**src/hdl/adc_cmd_pkg.sv**
```systemverilog
`default_nettype none

package adc_cmd_pkg;

  //////////////////////////////////////////////////////////////////////
  // Command word layout
  //////////////////////////////////////////////////////////////////////

  typedef logic [31:0] cmd_word_t;       // One entry of the command buffer

  localparam int OPCODE_LSB = 29;        // Opcode sits in bits 31:29
  localparam int OPCODE_W   = 3;

  // Command opcodes, anything else is rejected
  typedef enum logic [OPCODE_W-1:0] {
    CMD_NO_OP   = 3'd0,                  // Wait cycles or triggers
    CMD_SET_ORD = 3'd1,                  // Load channel sample order
    CMD_ADC_RD  = 3'd2                   // Read all eight channels
  } opcode_t;

  localparam int TRIG_BIT = 28;          // Count triggers instead of cycles
  localparam int CONT_BIT = 27;          // Next command must already be queued
  localparam int COUNT_W  = 25;          // Delay or trigger count in bits 24:0

  //////////////////////////////////////////////////////////////////////
  // Channel order
  //////////////////////////////////////////////////////////////////////

  typedef logic [2:0] channel_t;

  localparam int NUM_CH        = 8;
  localparam int ORDER_FIELD_W = 3;      // Entry i of SET_ORD at bits 3i+2:3i

  // Sequencer states
  typedef enum logic [2:0] {
    S_RESET,
    S_IDLE,
    S_DELAY,
    S_TRIG_WAIT,
    S_ADC_RD,
    S_ERROR                              // Terminal, left only through reset
  } seq_state_t;

endpackage

`default_nettype wire

```
**src/hdl/adc_spi_pkg.sv**
```systemverilog
`default_nettype none

package adc_spi_pkg;

  typedef logic [15:0] sample_t;         // One 16-bit reply from the ADC

  localparam int FRAME_BITS = 16;        // Clocks with n_cs low per frame

  // On-the-fly request is 10, channel, then zero padding
  localparam logic [1:0] OTF_REQ_PREFIX = 2'b10;
  localparam int OTF_CH_W  = 3;
  localparam int OTF_PAD_W = FRAME_BITS - $bits(OTF_REQ_PREFIX) - OTF_CH_W;

  localparam int FRAMES_PER_READ = 9;    // Eight requests plus one to flush the last reply

  localparam logic [7:0] DEFAULT_CS_HIGH = 8'd8;  // Used until the input is latched

  // Frame engine states
  typedef enum logic [1:0] {
    ENG_IDLE,
    ENG_CS_HIGH,                         // n_cs held high before the frame
    ENG_SHIFT                            // n_cs low, bits moving
  } eng_state_t;

endpackage

`default_nettype wire

```
**src/hdl/spi_frame_if.sv**
```systemverilog
`default_nettype none

// Frame request and reply path between sequencer, engine and packer
interface spi_frame_if;
  import adc_cmd_pkg::*;
  import adc_spi_pkg::*;

  logic     start;     // One-cycle request, taken only when the engine is idle
  channel_t channel;   // Channel to request in this frame
  logic     capture;   // Reply of this frame belongs to an earlier request
  logic     done;      // Frame finished, n_cs just went high
  logic     rx_valid;  // rx_data carries a sample
  sample_t  rx_data;

  modport seq (
    output start, channel, capture,
    input  done
  );

  modport eng (
    input  start, channel, capture,
    output done, rx_valid, rx_data
  );

  modport sink (
    input rx_valid, rx_data
  );

endinterface

`default_nettype wire

```
**src/hdl/ads816x_ctrl.sv**
```systemverilog
`default_nettype none

module ads816x_ctrl (
  input  logic                   clk,
  input  logic                   resetn,
  input  logic [7:0]             n_cs_high_time,

  // Command buffer
  output logic                   cmd_buf_rd_en,
  input  adc_cmd_pkg::cmd_word_t cmd_buf_word,
  input  logic                   cmd_buf_empty,

  // Data buffer
  output logic                   data_buf_wr_en,
  output logic [31:0]            data_word,
  input  logic                   data_buf_full,

  input  logic                   trigger,
  output logic                   waiting_for_trig,

  // Sticky error flags
  output logic                   bad_cmd,
  output logic                   cmd_buf_underflow,
  output logic                   data_buf_overflow,
  output logic                   unexp_trig,
  output logic                   delay_too_short,

  // ADC SPI
  output logic                   n_cs,
  output logic                   mosi,
  input  logic                   miso
);

  logic in_error;      // Stops the engine and clears the pair phase

  spi_frame_if frame ();

  cmd_sequencer i_seq (
    .clk               (clk),
    .resetn            (resetn),
    .cmd_buf_rd_en     (cmd_buf_rd_en),
    .cmd_buf_word      (cmd_buf_word),
    .cmd_buf_empty     (cmd_buf_empty),
    .trigger           (trigger),
    .overflow          (data_buf_overflow),
    .waiting_for_trig  (waiting_for_trig),
    .bad_cmd           (bad_cmd),
    .cmd_buf_underflow (cmd_buf_underflow),
    .unexp_trig        (unexp_trig),
    .delay_too_short   (delay_too_short),
    .in_error          (in_error),
    .frame             (frame.seq)
  );

  spi_frame_engine i_eng (
    .clk            (clk),
    .resetn         (resetn),
    .n_cs_high_time (n_cs_high_time),
    .abort          (in_error),
    .n_cs           (n_cs),
    .mosi           (mosi),
    .miso           (miso),
    .frame          (frame.eng)
  );

  sample_packer i_pack (
    .clk               (clk),
    .resetn            (resetn),
    .abort             (in_error),
    .data_buf_wr_en    (data_buf_wr_en),
    .data_word         (data_word),
    .data_buf_full     (data_buf_full),
    .data_buf_overflow (data_buf_overflow),
    .frame             (frame.sink)
  );

endmodule

`default_nettype wire

```
**src/hdl/cmd_sequencer.sv**
```systemverilog
`default_nettype none

module cmd_sequencer (
  input  logic                  clk,
  input  logic                  resetn,
  output logic                  cmd_buf_rd_en,
  input  adc_cmd_pkg::cmd_word_t cmd_buf_word,
  input  logic                  cmd_buf_empty,
  input  logic                  trigger,
  input  logic                  overflow,          // From the packer
  output logic                  waiting_for_trig,
  output logic                  bad_cmd,
  output logic                  cmd_buf_underflow,
  output logic                  unexp_trig,
  output logic                  delay_too_short,
  output logic                  in_error,
  spi_frame_if.seq              frame
);
  import adc_cmd_pkg::*;
  import adc_spi_pkg::*;

  localparam int FIDX_W = $clog2(FRAMES_PER_READ);
  localparam logic [FIDX_W-1:0] LAST_FRAME = FIDX_W'(FRAMES_PER_READ - 1);

  seq_state_t             state, next_cmd_state;
  opcode_t                op;
  logic                   op_valid;
  logic [COUNT_W-1:0]     delay_cnt, trig_cnt;
  logic                   wait_trig;             // Current command counts triggers
  logic                   expect_next;           // Continue bit of current command
  channel_t               sample_order [NUM_CH];
  logic [FIDX_W-1:0]      frame_idx, next_idx;
  logic                   frames_done;           // Ninth frame finished
  logic                   last_done;
  logic                   delay_done, trig_done, cmd_done;
  logic                   trig_ok;
  logic                   unexp_now, short_now, under_now, bad_now, fault;

  //////////////////////////////////////////////////////////////////////
  // Decode and completion
  //////////////////////////////////////////////////////////////////////

  assign op       = opcode_t'(cmd_buf_word[OPCODE_LSB +: OPCODE_W]);
  assign op_valid = op inside {CMD_NO_OP, CMD_SET_ORD, CMD_ADC_RD};

  always_comb begin
    case (op)
      CMD_NO_OP:   next_cmd_state = cmd_buf_word[TRIG_BIT] ? S_TRIG_WAIT : S_DELAY;
      CMD_SET_ORD: next_cmd_state = S_IDLE;   // Order loads on the pop itself
      CMD_ADC_RD:  next_cmd_state = S_ADC_RD;
      default:     next_cmd_state = S_ERROR;  // Unknown opcode
    endcase
  end

  assign delay_done = (delay_cnt == '0);
  assign trig_done  = (trig_cnt == '0) || (trigger && trig_cnt == COUNT_W'(1));
  assign last_done  = frame.done && (frame_idx == LAST_FRAME);

  always_comb begin
    case (state)
      S_IDLE:      cmd_done = 1'b1;             // Ready for a new word any time
      S_DELAY:     cmd_done = delay_done;
      S_TRIG_WAIT: cmd_done = trig_done;
      S_ADC_RD:    cmd_done = frames_done && (wait_trig ? trig_done : delay_done);
      default:     cmd_done = 1'b0;
    endcase
  end

  // Errors
  assign trig_ok   = (state == S_TRIG_WAIT) || (state == S_ADC_RD && wait_trig);
  assign unexp_now = trigger && !trig_ok;
  assign short_now = (state == S_ADC_RD) && !wait_trig && !frames_done && !last_done
                     && delay_done;             // Timer ran out mid read
  assign under_now = cmd_done && expect_next && cmd_buf_empty;
  assign fault     = unexp_now || short_now || under_now || overflow;

  assign cmd_buf_rd_en    = cmd_done && !cmd_buf_empty && !fault;
  assign bad_now          = cmd_buf_rd_en && !op_valid;
  assign waiting_for_trig = (state == S_TRIG_WAIT) || (state == S_ADC_RD && wait_trig && frames_done);
  assign in_error         = (state == S_ERROR);

  //////////////////////////////////////////////////////////////////////
  // State machine and counters
  //////////////////////////////////////////////////////////////////////

  always_ff @(posedge clk) begin
    if (!resetn) begin
      state <= S_RESET;
    end else if (fault) begin
      state <= S_ERROR;
    end else begin
      case (state)
        S_RESET: state <= S_IDLE;
        S_ERROR: state <= S_ERROR;                    // Stuck until reset
        default: begin
          if (cmd_done) begin
            if (!cmd_buf_empty) state <= next_cmd_state;
            else                state <= S_IDLE;      // Underflow already caught by fault
          end
        end
      endcase
    end
  end

  always_ff @(posedge clk) begin
    if (!resetn) begin
      delay_cnt   <= '0;
      trig_cnt    <= '0;
      wait_trig   <= 1'b0;
      expect_next <= 1'b0;
    end else if (cmd_buf_rd_en) begin
      expect_next <= cmd_buf_word[CONT_BIT];
      wait_trig   <= 1'b0;
      if (op == CMD_NO_OP || op == CMD_ADC_RD) begin
        wait_trig <= cmd_buf_word[TRIG_BIT];
        if (cmd_buf_word[TRIG_BIT]) trig_cnt  <= cmd_buf_word[COUNT_W-1:0];
        else                        delay_cnt <= cmd_buf_word[COUNT_W-1:0];
      end
    end else begin
      if (!delay_done)              delay_cnt <= delay_cnt - 1'b1;  // Free running from pop
      if (trigger && trig_cnt != '0) trig_cnt <= trig_cnt - 1'b1;
    end
  end

  // Sample order, identity after reset
  always_ff @(posedge clk) begin
    if (!resetn) begin
      for (int i = 0; i < NUM_CH; i++) sample_order[i] <= channel_t'(i);
    end else if (cmd_buf_rd_en && op == CMD_SET_ORD) begin
      for (int i = 0; i < NUM_CH; i++)
        sample_order[i] <= cmd_buf_word[ORDER_FIELD_W*i +: ORDER_FIELD_W];
    end
  end

  //////////////////////////////////////////////////////////////////////
  // Frame requests
  //////////////////////////////////////////////////////////////////////

  assign next_idx = frame_idx + 1'b1;

  always_ff @(posedge clk) begin
    if (!resetn) begin
      frame_idx     <= '0;
      frames_done   <= 1'b0;
      frame.start   <= 1'b0;
      frame.channel <= '0;
      frame.capture <= 1'b0;
    end else begin
      frame.start <= 1'b0;                               // Single cycle pulse
      if (cmd_buf_rd_en && op == CMD_ADC_RD) begin
        frame_idx     <= '0;
        frames_done   <= 1'b0;
        frame.start   <= 1'b1;
        frame.channel <= sample_order[0];
        frame.capture <= 1'b0;                           // First reply is stale
      end else if (state == S_ADC_RD && frame.done && !fault) begin
        if (last_done) begin
          frames_done <= 1'b1;
        end else begin
          frame_idx     <= next_idx;
          frame.start   <= 1'b1;
          frame.capture <= 1'b1;
          // Flush frame asks for channel 0
          frame.channel <= (next_idx < NUM_CH) ? sample_order[next_idx[2:0]] : '0;
        end
      end
    end
  end

  // Sticky flags
  always_ff @(posedge clk) begin
    if (!resetn) begin
      bad_cmd           <= 1'b0;
      cmd_buf_underflow <= 1'b0;
      unexp_trig        <= 1'b0;
      delay_too_short   <= 1'b0;
    end else begin
      if (bad_now)   bad_cmd           <= 1'b1;
      if (under_now) cmd_buf_underflow <= 1'b1;
      if (unexp_now) unexp_trig        <= 1'b1;
      if (short_now) delay_too_short   <= 1'b1;
    end
  end

endmodule

`default_nettype wire

```
**src/hdl/sample_packer.sv**
```systemverilog
`default_nettype none

module sample_packer (
  input  logic        clk,
  input  logic        resetn,
  input  logic        abort,
  output logic        data_buf_wr_en,
  output logic [31:0] data_word,
  input  logic        data_buf_full,
  output logic        data_buf_overflow,
  spi_frame_if.sink   frame
);
  import adc_spi_pkg::*;

  logic    second;       // Next reply completes a pair
  logic    word_ready;   // data_word holds a fresh pair
  sample_t first_q;      // First reply of the pair

  //////////////////////////////////////////////////////////////////////
  // Pair phase and write strobe
  //////////////////////////////////////////////////////////////////////

  always_ff @(posedge clk) begin
    if (!resetn) begin
      second            <= 1'b0;
      word_ready        <= 1'b0;
      data_buf_overflow <= 1'b0;
    end else begin
      word_ready <= frame.rx_valid && second && !abort;
      if (abort)               second <= 1'b0;
      else if (frame.rx_valid) second <= !second;
      if (word_ready && data_buf_full) data_buf_overflow <= 1'b1;  // Word is dropped
    end
  end

  // No write while the buffer is full
  assign data_buf_wr_en = word_ready && !data_buf_full;

  // Later reply goes to the upper half
  always_ff @(posedge clk) begin
    if (frame.rx_valid) begin
      if (!second) first_q   <= frame.rx_data;
      else         data_word <= {frame.rx_data, first_q};
    end
  end

endmodule

`default_nettype wire

```
**src/hdl/spi_frame_engine.sv**
```systemverilog
`default_nettype none

module spi_frame_engine (
  input  logic       clk,
  input  logic       resetn,
  input  logic [7:0] n_cs_high_time,
  input  logic       abort,            // Sequencer in error
  output logic       n_cs,
  output logic       mosi,
  input  logic       miso,
  spi_frame_if.eng   frame
);
  import adc_spi_pkg::*;

  localparam int BIT_W = $clog2(FRAME_BITS);

  eng_state_t       state;
  logic [7:0]       cs_high_q;         // Latched high time
  logic             cs_latched;
  logic [7:0]       cs_timer;
  logic [BIT_W-1:0] bit_cnt;           // Bits left in the frame
  logic             capture_q;
  sample_t          tx_sr, rx_sr;

  assign mosi = tx_sr[FRAME_BITS-1];   // MSB first

  // High time is sampled once, right after reset
  always_ff @(posedge clk) begin
    if (!resetn) begin
      cs_high_q  <= DEFAULT_CS_HIGH;
      cs_latched <= 1'b0;
    end else if (!cs_latched) begin
      cs_high_q  <= n_cs_high_time;
      cs_latched <= 1'b1;
    end
  end

  //////////////////////////////////////////////////////////////////////
  // Frame control
  //////////////////////////////////////////////////////////////////////

  always_ff @(posedge clk) begin
    if (!resetn || abort) begin
      state          <= ENG_IDLE;
      n_cs           <= 1'b1;
      cs_timer       <= '0;
      bit_cnt        <= '0;
      frame.done     <= 1'b0;
      frame.rx_valid <= 1'b0;
    end else begin
      frame.done     <= 1'b0;
      frame.rx_valid <= 1'b0;
      case (state)
        ENG_IDLE: begin
          if (frame.start) begin
            state     <= ENG_CS_HIGH;
            cs_timer  <= cs_high_q;
            capture_q <= frame.capture;
          end
        end
        ENG_CS_HIGH: begin
          if (cs_timer <= 8'd1) begin                 // Zero behaves like one
            state   <= ENG_SHIFT;
            n_cs    <= 1'b0;
            bit_cnt <= BIT_W'(FRAME_BITS - 1);
          end else begin
            cs_timer <= cs_timer - 1'b1;
          end
        end
        ENG_SHIFT: begin
          bit_cnt <= bit_cnt - 1'b1;
          if (bit_cnt == '0) begin                    // Last bit this cycle
            state          <= ENG_IDLE;
            n_cs           <= 1'b1;
            frame.done     <= 1'b1;
            frame.rx_valid <= capture_q;
          end
        end
        default: state <= ENG_IDLE;
      endcase
    end
  end

  //////////////////////////////////////////////////////////////////////
  // Shift registers
  //////////////////////////////////////////////////////////////////////

  always_ff @(posedge clk) begin
    if (!resetn) begin
      tx_sr <= '0;                                    // Keeps mosi low when idle
    end else if (state == ENG_IDLE && frame.start) begin
      tx_sr <= {OTF_REQ_PREFIX, frame.channel, {OTF_PAD_W{1'b0}}};
    end else if (state == ENG_SHIFT) begin
      tx_sr <= {tx_sr[FRAME_BITS-2:0], 1'b0};
    end
  end

  always_ff @(posedge clk) begin
    if (state == ENG_SHIFT) begin
      rx_sr <= {rx_sr[FRAME_BITS-2:0], miso};         // Sampled in the clk domain
      if (bit_cnt == '0) frame.rx_data <= {rx_sr[FRAME_BITS-2:0], miso};
    end
  end

endmodule

`default_nettype wire

```
**config.mk**
```make
export PLATFORM = sky130hd
export DESIGN_NAME = ads816x_ctrl
export DESIGN_NICKNAME = d
export VERILOG_FILES = /design/src/hdl/adc_cmd_pkg.sv /design/src/hdl/adc_spi_pkg.sv /design/src/hdl/spi_frame_if.sv /design/src/hdl/ads816x_ctrl.sv /design/src/hdl/cmd_sequencer.sv /design/src/hdl/sample_packer.sv /design/src/hdl/spi_frame_engine.sv
export SDC_FILE = /design/constraint.sdc
export NUM_CORES = 1
export LEC_CHECK = 0
export ABC_CLOCK_PERIOD_IN_PS = 9800
export BUFFER_PORTS_ARGS = -buffer_cell sky130_fd_sc_hd__clkbuf_2
export CAP_MARGIN = 5
export CORE_ASPECT_RATIO = 1.25
export CORE_MARGIN = 8
export CORE_UTILIZATION = 50
export DETAILED_ROUTE_END_ITERATION = 8
export PLACE_DENSITY = 0.69
export SETUP_SLACK_MARGIN = 0.4
export SLEW_MARGIN = 20
export SYNTH_ARGS = -nofsm -noshare
export SYNTH_HDL_FRONTEND = slang
export SYNTH_SLANG_ARGS = --single-unit
```
**constraint.sdc**
```tcl
create_clock -name clk -period 9.8 [get_ports clk]
set_input_delay 0 -clock clk [delete_from_list [all_inputs] [get_ports clk]]
set_output_delay 0 -clock clk [all_outputs]
set_load 0.03 [all_outputs]
```
==> summary.md <==
| Metric | Value |
|---|---|
| Bufs on Longest Clock Path | 3 |
| Final #Nets | 986 |
| MaxCap Viol Count | 0 |
| Mapped cell area | 8960 um^2 |
| Post-synthesis simple-gate area fraction | a little under a fifth |
| Final worst-path cycle share | 42.8% |
| Post-synthesis mux area share | between 3 and 4% |
| Syn-to-layout area delta | 18.6% |
| Largest net degree at the start of global routing | 49 |
| Outcome | finished, final reports clean |
| Fin. Hold Viols | 0 |
| I/O pin total | 88 |
| Clock power frac | between 20 and 30% |
| Placed Cells | between 1,000 and 1,500 |
| Achievable Freq | ~0.24 GHz |
| Commonest non-fill, non-tap cell in the layout | edfxtp_1 |
| Internal cell power | approximately 1.8 mW |
| Synth Area in Adders | under 10% |
| Drt pass-1 iters | 4 |
| Vias/cell | between 5 and 6 |
| Nature of the critical path endpoint | flip-flop |
| Fin worst setup slack | between 5 and 6 ns |
| Port-buffer cells | 85 |
| FP Rows | 54 |
| CP max FO | 24 |
| Asr flop ratio synth | 0% |
| Top cell type's share of synthesized area | a little over a third |
| Power share of the sequential group | between 40 and 50% |
| Die H | around 170 um |
| CTS tree | built |
| Compound-Gate Fraction of Synth Area | between 10% and 20% |
| H-tree depth | 1 |
| Synth top area cells | edfxtp_1, dfxtp_1, nor2_1 |
| Final Slew Violations | 0 |
| Hold Path Class | in -> reg |
| First-pass GRT wire length | approximately 35,000 um |
| Synth Net Count | around 870 |
| Min-Delay Startpoint | cmd_buf_empty |
| Core area | about 17,000 um^2 |
| Maximum vdd drop | ~0.19 mV |
| Final setup viols | 0 |
| Total GRT Usage | a little under a fifth |
| Distinct cells, synth | a little over 80 |
| Routed Antenna Nets | 0 |
| Least-Margin Pin Slew | ~1.1 ns |
| Skew final | between 0.01 and 0.015 ns |
| Leakage power | ~3.9 nW |
| Clock transition at path regs | ~0.06 ns |
| Critical Path Start | i_seq.trig_cnt[19] |
| EDFF count, synth | approximately 100 |
| Power share of the combinational group | 30.2% |
| Share of layout cells above drive strength 1 | approximately 17% |
| Final RePlAce weighted congestion | roughly 0.92 |
| Relative slew slack | 28.3% |
| Net Sw Frac | 34.2% |
| CP arrival | approximately 4.6 ns |
| Routed len/inst | approximately 19 um |
| Starting density of the core | around half |
| Num CTS Buffers | 21 |
| Post-synthesis xor/xnor area fraction | 0.977% |
| Vias in the first global route | ~6,900 |
| Switching power total | 0.913 mW |
| Die X | between 100 and 150 um |
| R2R cell count | 7 |
| Setup slack at placement | ~5.6 ns |
| Reg2reg setup slack | approximately 5.6 ns |
| Synth Instances | just over 800 |
| Leading area contributor after synthesis | edfxtp_1 |
| Hold endpoint | i_seq.cmd_buf_underflow |
| Hold Path Depth | 3 |
| Clock sinks | approximately 210 |
| DR iter-0 viols | roughly 460 |
| Register bit count reported by yosys | between 200 and 250 |
| Total Neg Setup Slack | 0 ns |
| CP Class | reg -> reg |
| Drt drc | 0 |
| Clk root buf | clkbuf_16 |
| Final core utilization | 60.7% |
| Syn Area/Cell | ~11 um^2 |
| Initial antenna violation count | 1 |
| R2R Path End | i_seq.trig_cnt[10] |
| Die area | 22,500 um^2 |
| Main combinational cell family by area after synthesis | simple AND/OR/NAND/NOR gates |
| Commonest non-fill, non-tap cells in the layout | edfxtp_1, dfxtp_1, clkbuf_2, nor2_1, nand2_1 |
| PwrDens | approximately 250 nW/um^2 |
| Cts repair resizes | 0 |
| Routed WL | ~22,000 um |
| Sequential element share of the synthesized area | between 50 and 60% |
| Non-Filler Instances | between 1,000 and 1,500 |
| Yosys warns | 0 |
| Critical R2R Launch | i_seq.trig_cnt[19] |
| GR Overflow Total | 0 |
| CP required | about 10 ns |
| Main flop type after synthesis | edfxtp_1 |
| Vias | 6,870 |
| RSZ-0062 raised after global routing | no |
| Element type at the critical path start | flip-flop |
| Dpl hpwl | roughly 15,000 um |
| Tmin final | between 4 and 5 ns |
| Clk_lat worst skew | between 0.4 and 0.5 ns |
==> synth_stat cells (8+ instances only) <==
master	n
a31oi_1	9
a211oi_1	14
a311oi_1	12
inv_1	24
nor2b_1	10
dfxtp_1	103
nor4_1	10
o211ai_1	8
a22oi_1	10
nor2_1	76
mux2i_1	16
edfxtp_1	104
a21oi_1	46
o21ai_0	29
clkbuf_1	21
and3_1	13
nor3_1	25
nand4_1	8
nand3_1	23
ha_1	8
and2_1	18
nand2_1	54
or3_1	18
buf_2	9
nand2b_1	15
==> timing repair <==
action,in CTS,in global routing
hold buffers,40,0
buffers inserted,0,0
hold endpoints to repair,82,0
==> metrics by stage <==
stage	hold slack, ns	area [um^2]	power [mW]
2_1_floorplan	0.0277	8960	1.70
3_3_place_gp	0.212	9560	1.87
3_5_place_dp	0.216	9560	1.89
4_1_cts	0.000234	10600	2.67
5_1_grt	0.0558	10600	2.80
6_report	0.0240	10600	2.67
==> critical path, cell delays in order, from the launching register on <==
cell and delay, ns:
dfxtp_1 0.36, or4_1 0.61, nor3_1 0.47, nand3_2 0.27, o211ai_2 0.72, nand3_1 0.89
and3_1 0.48, o31a_1 0.27
==> power groups by stage <==
stage / combinational [mW] / clock, mW / sequential, mW
2_1_floorplan: 0.615 / 0 / 1.09
3_3_place_gp: 0.764 / 0 / 1.11
3_5_place_dp: 0.775 / 0 / 1.11
4_1_cts: 0.792 / 0.779 / 1.09
5_1_grt: 0.883 / 0.810 / 1.11
6_report: 0.805 / 0.765 / 1.10
==> cell families (layout without fill, tap and decap cells) <==
family          Yosys count  in the layout
compound gates          196            196
xor+xnor                 10             10
fa+ha+maj                 8              8
buf+inv                  62            193
flops                   207            207
mux                      23             23
other cells               0              1
simple gates            308            308
==> cell type report <==
class | instances | area (um^2)
well taps | 224 | 280
multi-input cells | 545 | 3530
flip-flops and latches | 207 | 5180
repair buffers | 131 | 871
fillers | 1448 | 6870
clock inverters | 8 | 77.6
clock buffers | 28 | 582
diodes | 1 | 2.50
inverters | 26 | 97.6
==> metal layers <==
layer	wire (um)	part of all wire (%)	track usage, %	vias to the layer above
met2	10900	50	33.1	240
li1	-	-	-	3315
met1	8550	39	21.9	3247
met3	1500	6.9	3.54	66
met4	810	3.7	8.18	2
met5	13	0.060	0	-
==> worst max path at each step <==
stage / slack [ns] / cells past startpoint / end
after floorplan: 5.34 / 8 / i_seq.sample_order[0][0]
after global placement: 5.66 / 6 / i_seq.sample_order[6][0]
after detailed placement: 5.60 / 6 / i_seq.sample_order[7][2]
after CTS: 5.59 / 6 / i_seq.sample_order[0][1]
after global routing: 5.42 / 7 / i_seq.trig_cnt[10]
final: 5.60 / 7 / i_seq.trig_cnt[10]
==> flip-flops by register name, summed over array words and instances (netlist names), 15 cells and up <==
register             cells
i_seq.trig_cnt          25
i_pack.data_word        32
i_seq.sample_order      24
i_seq.delay_cnt         25
i_eng.frame.rx_data     16
i_eng.rx_sr             15
i_pack.first_q          16
Note: power is estimated with default switching activity, not from simulation.
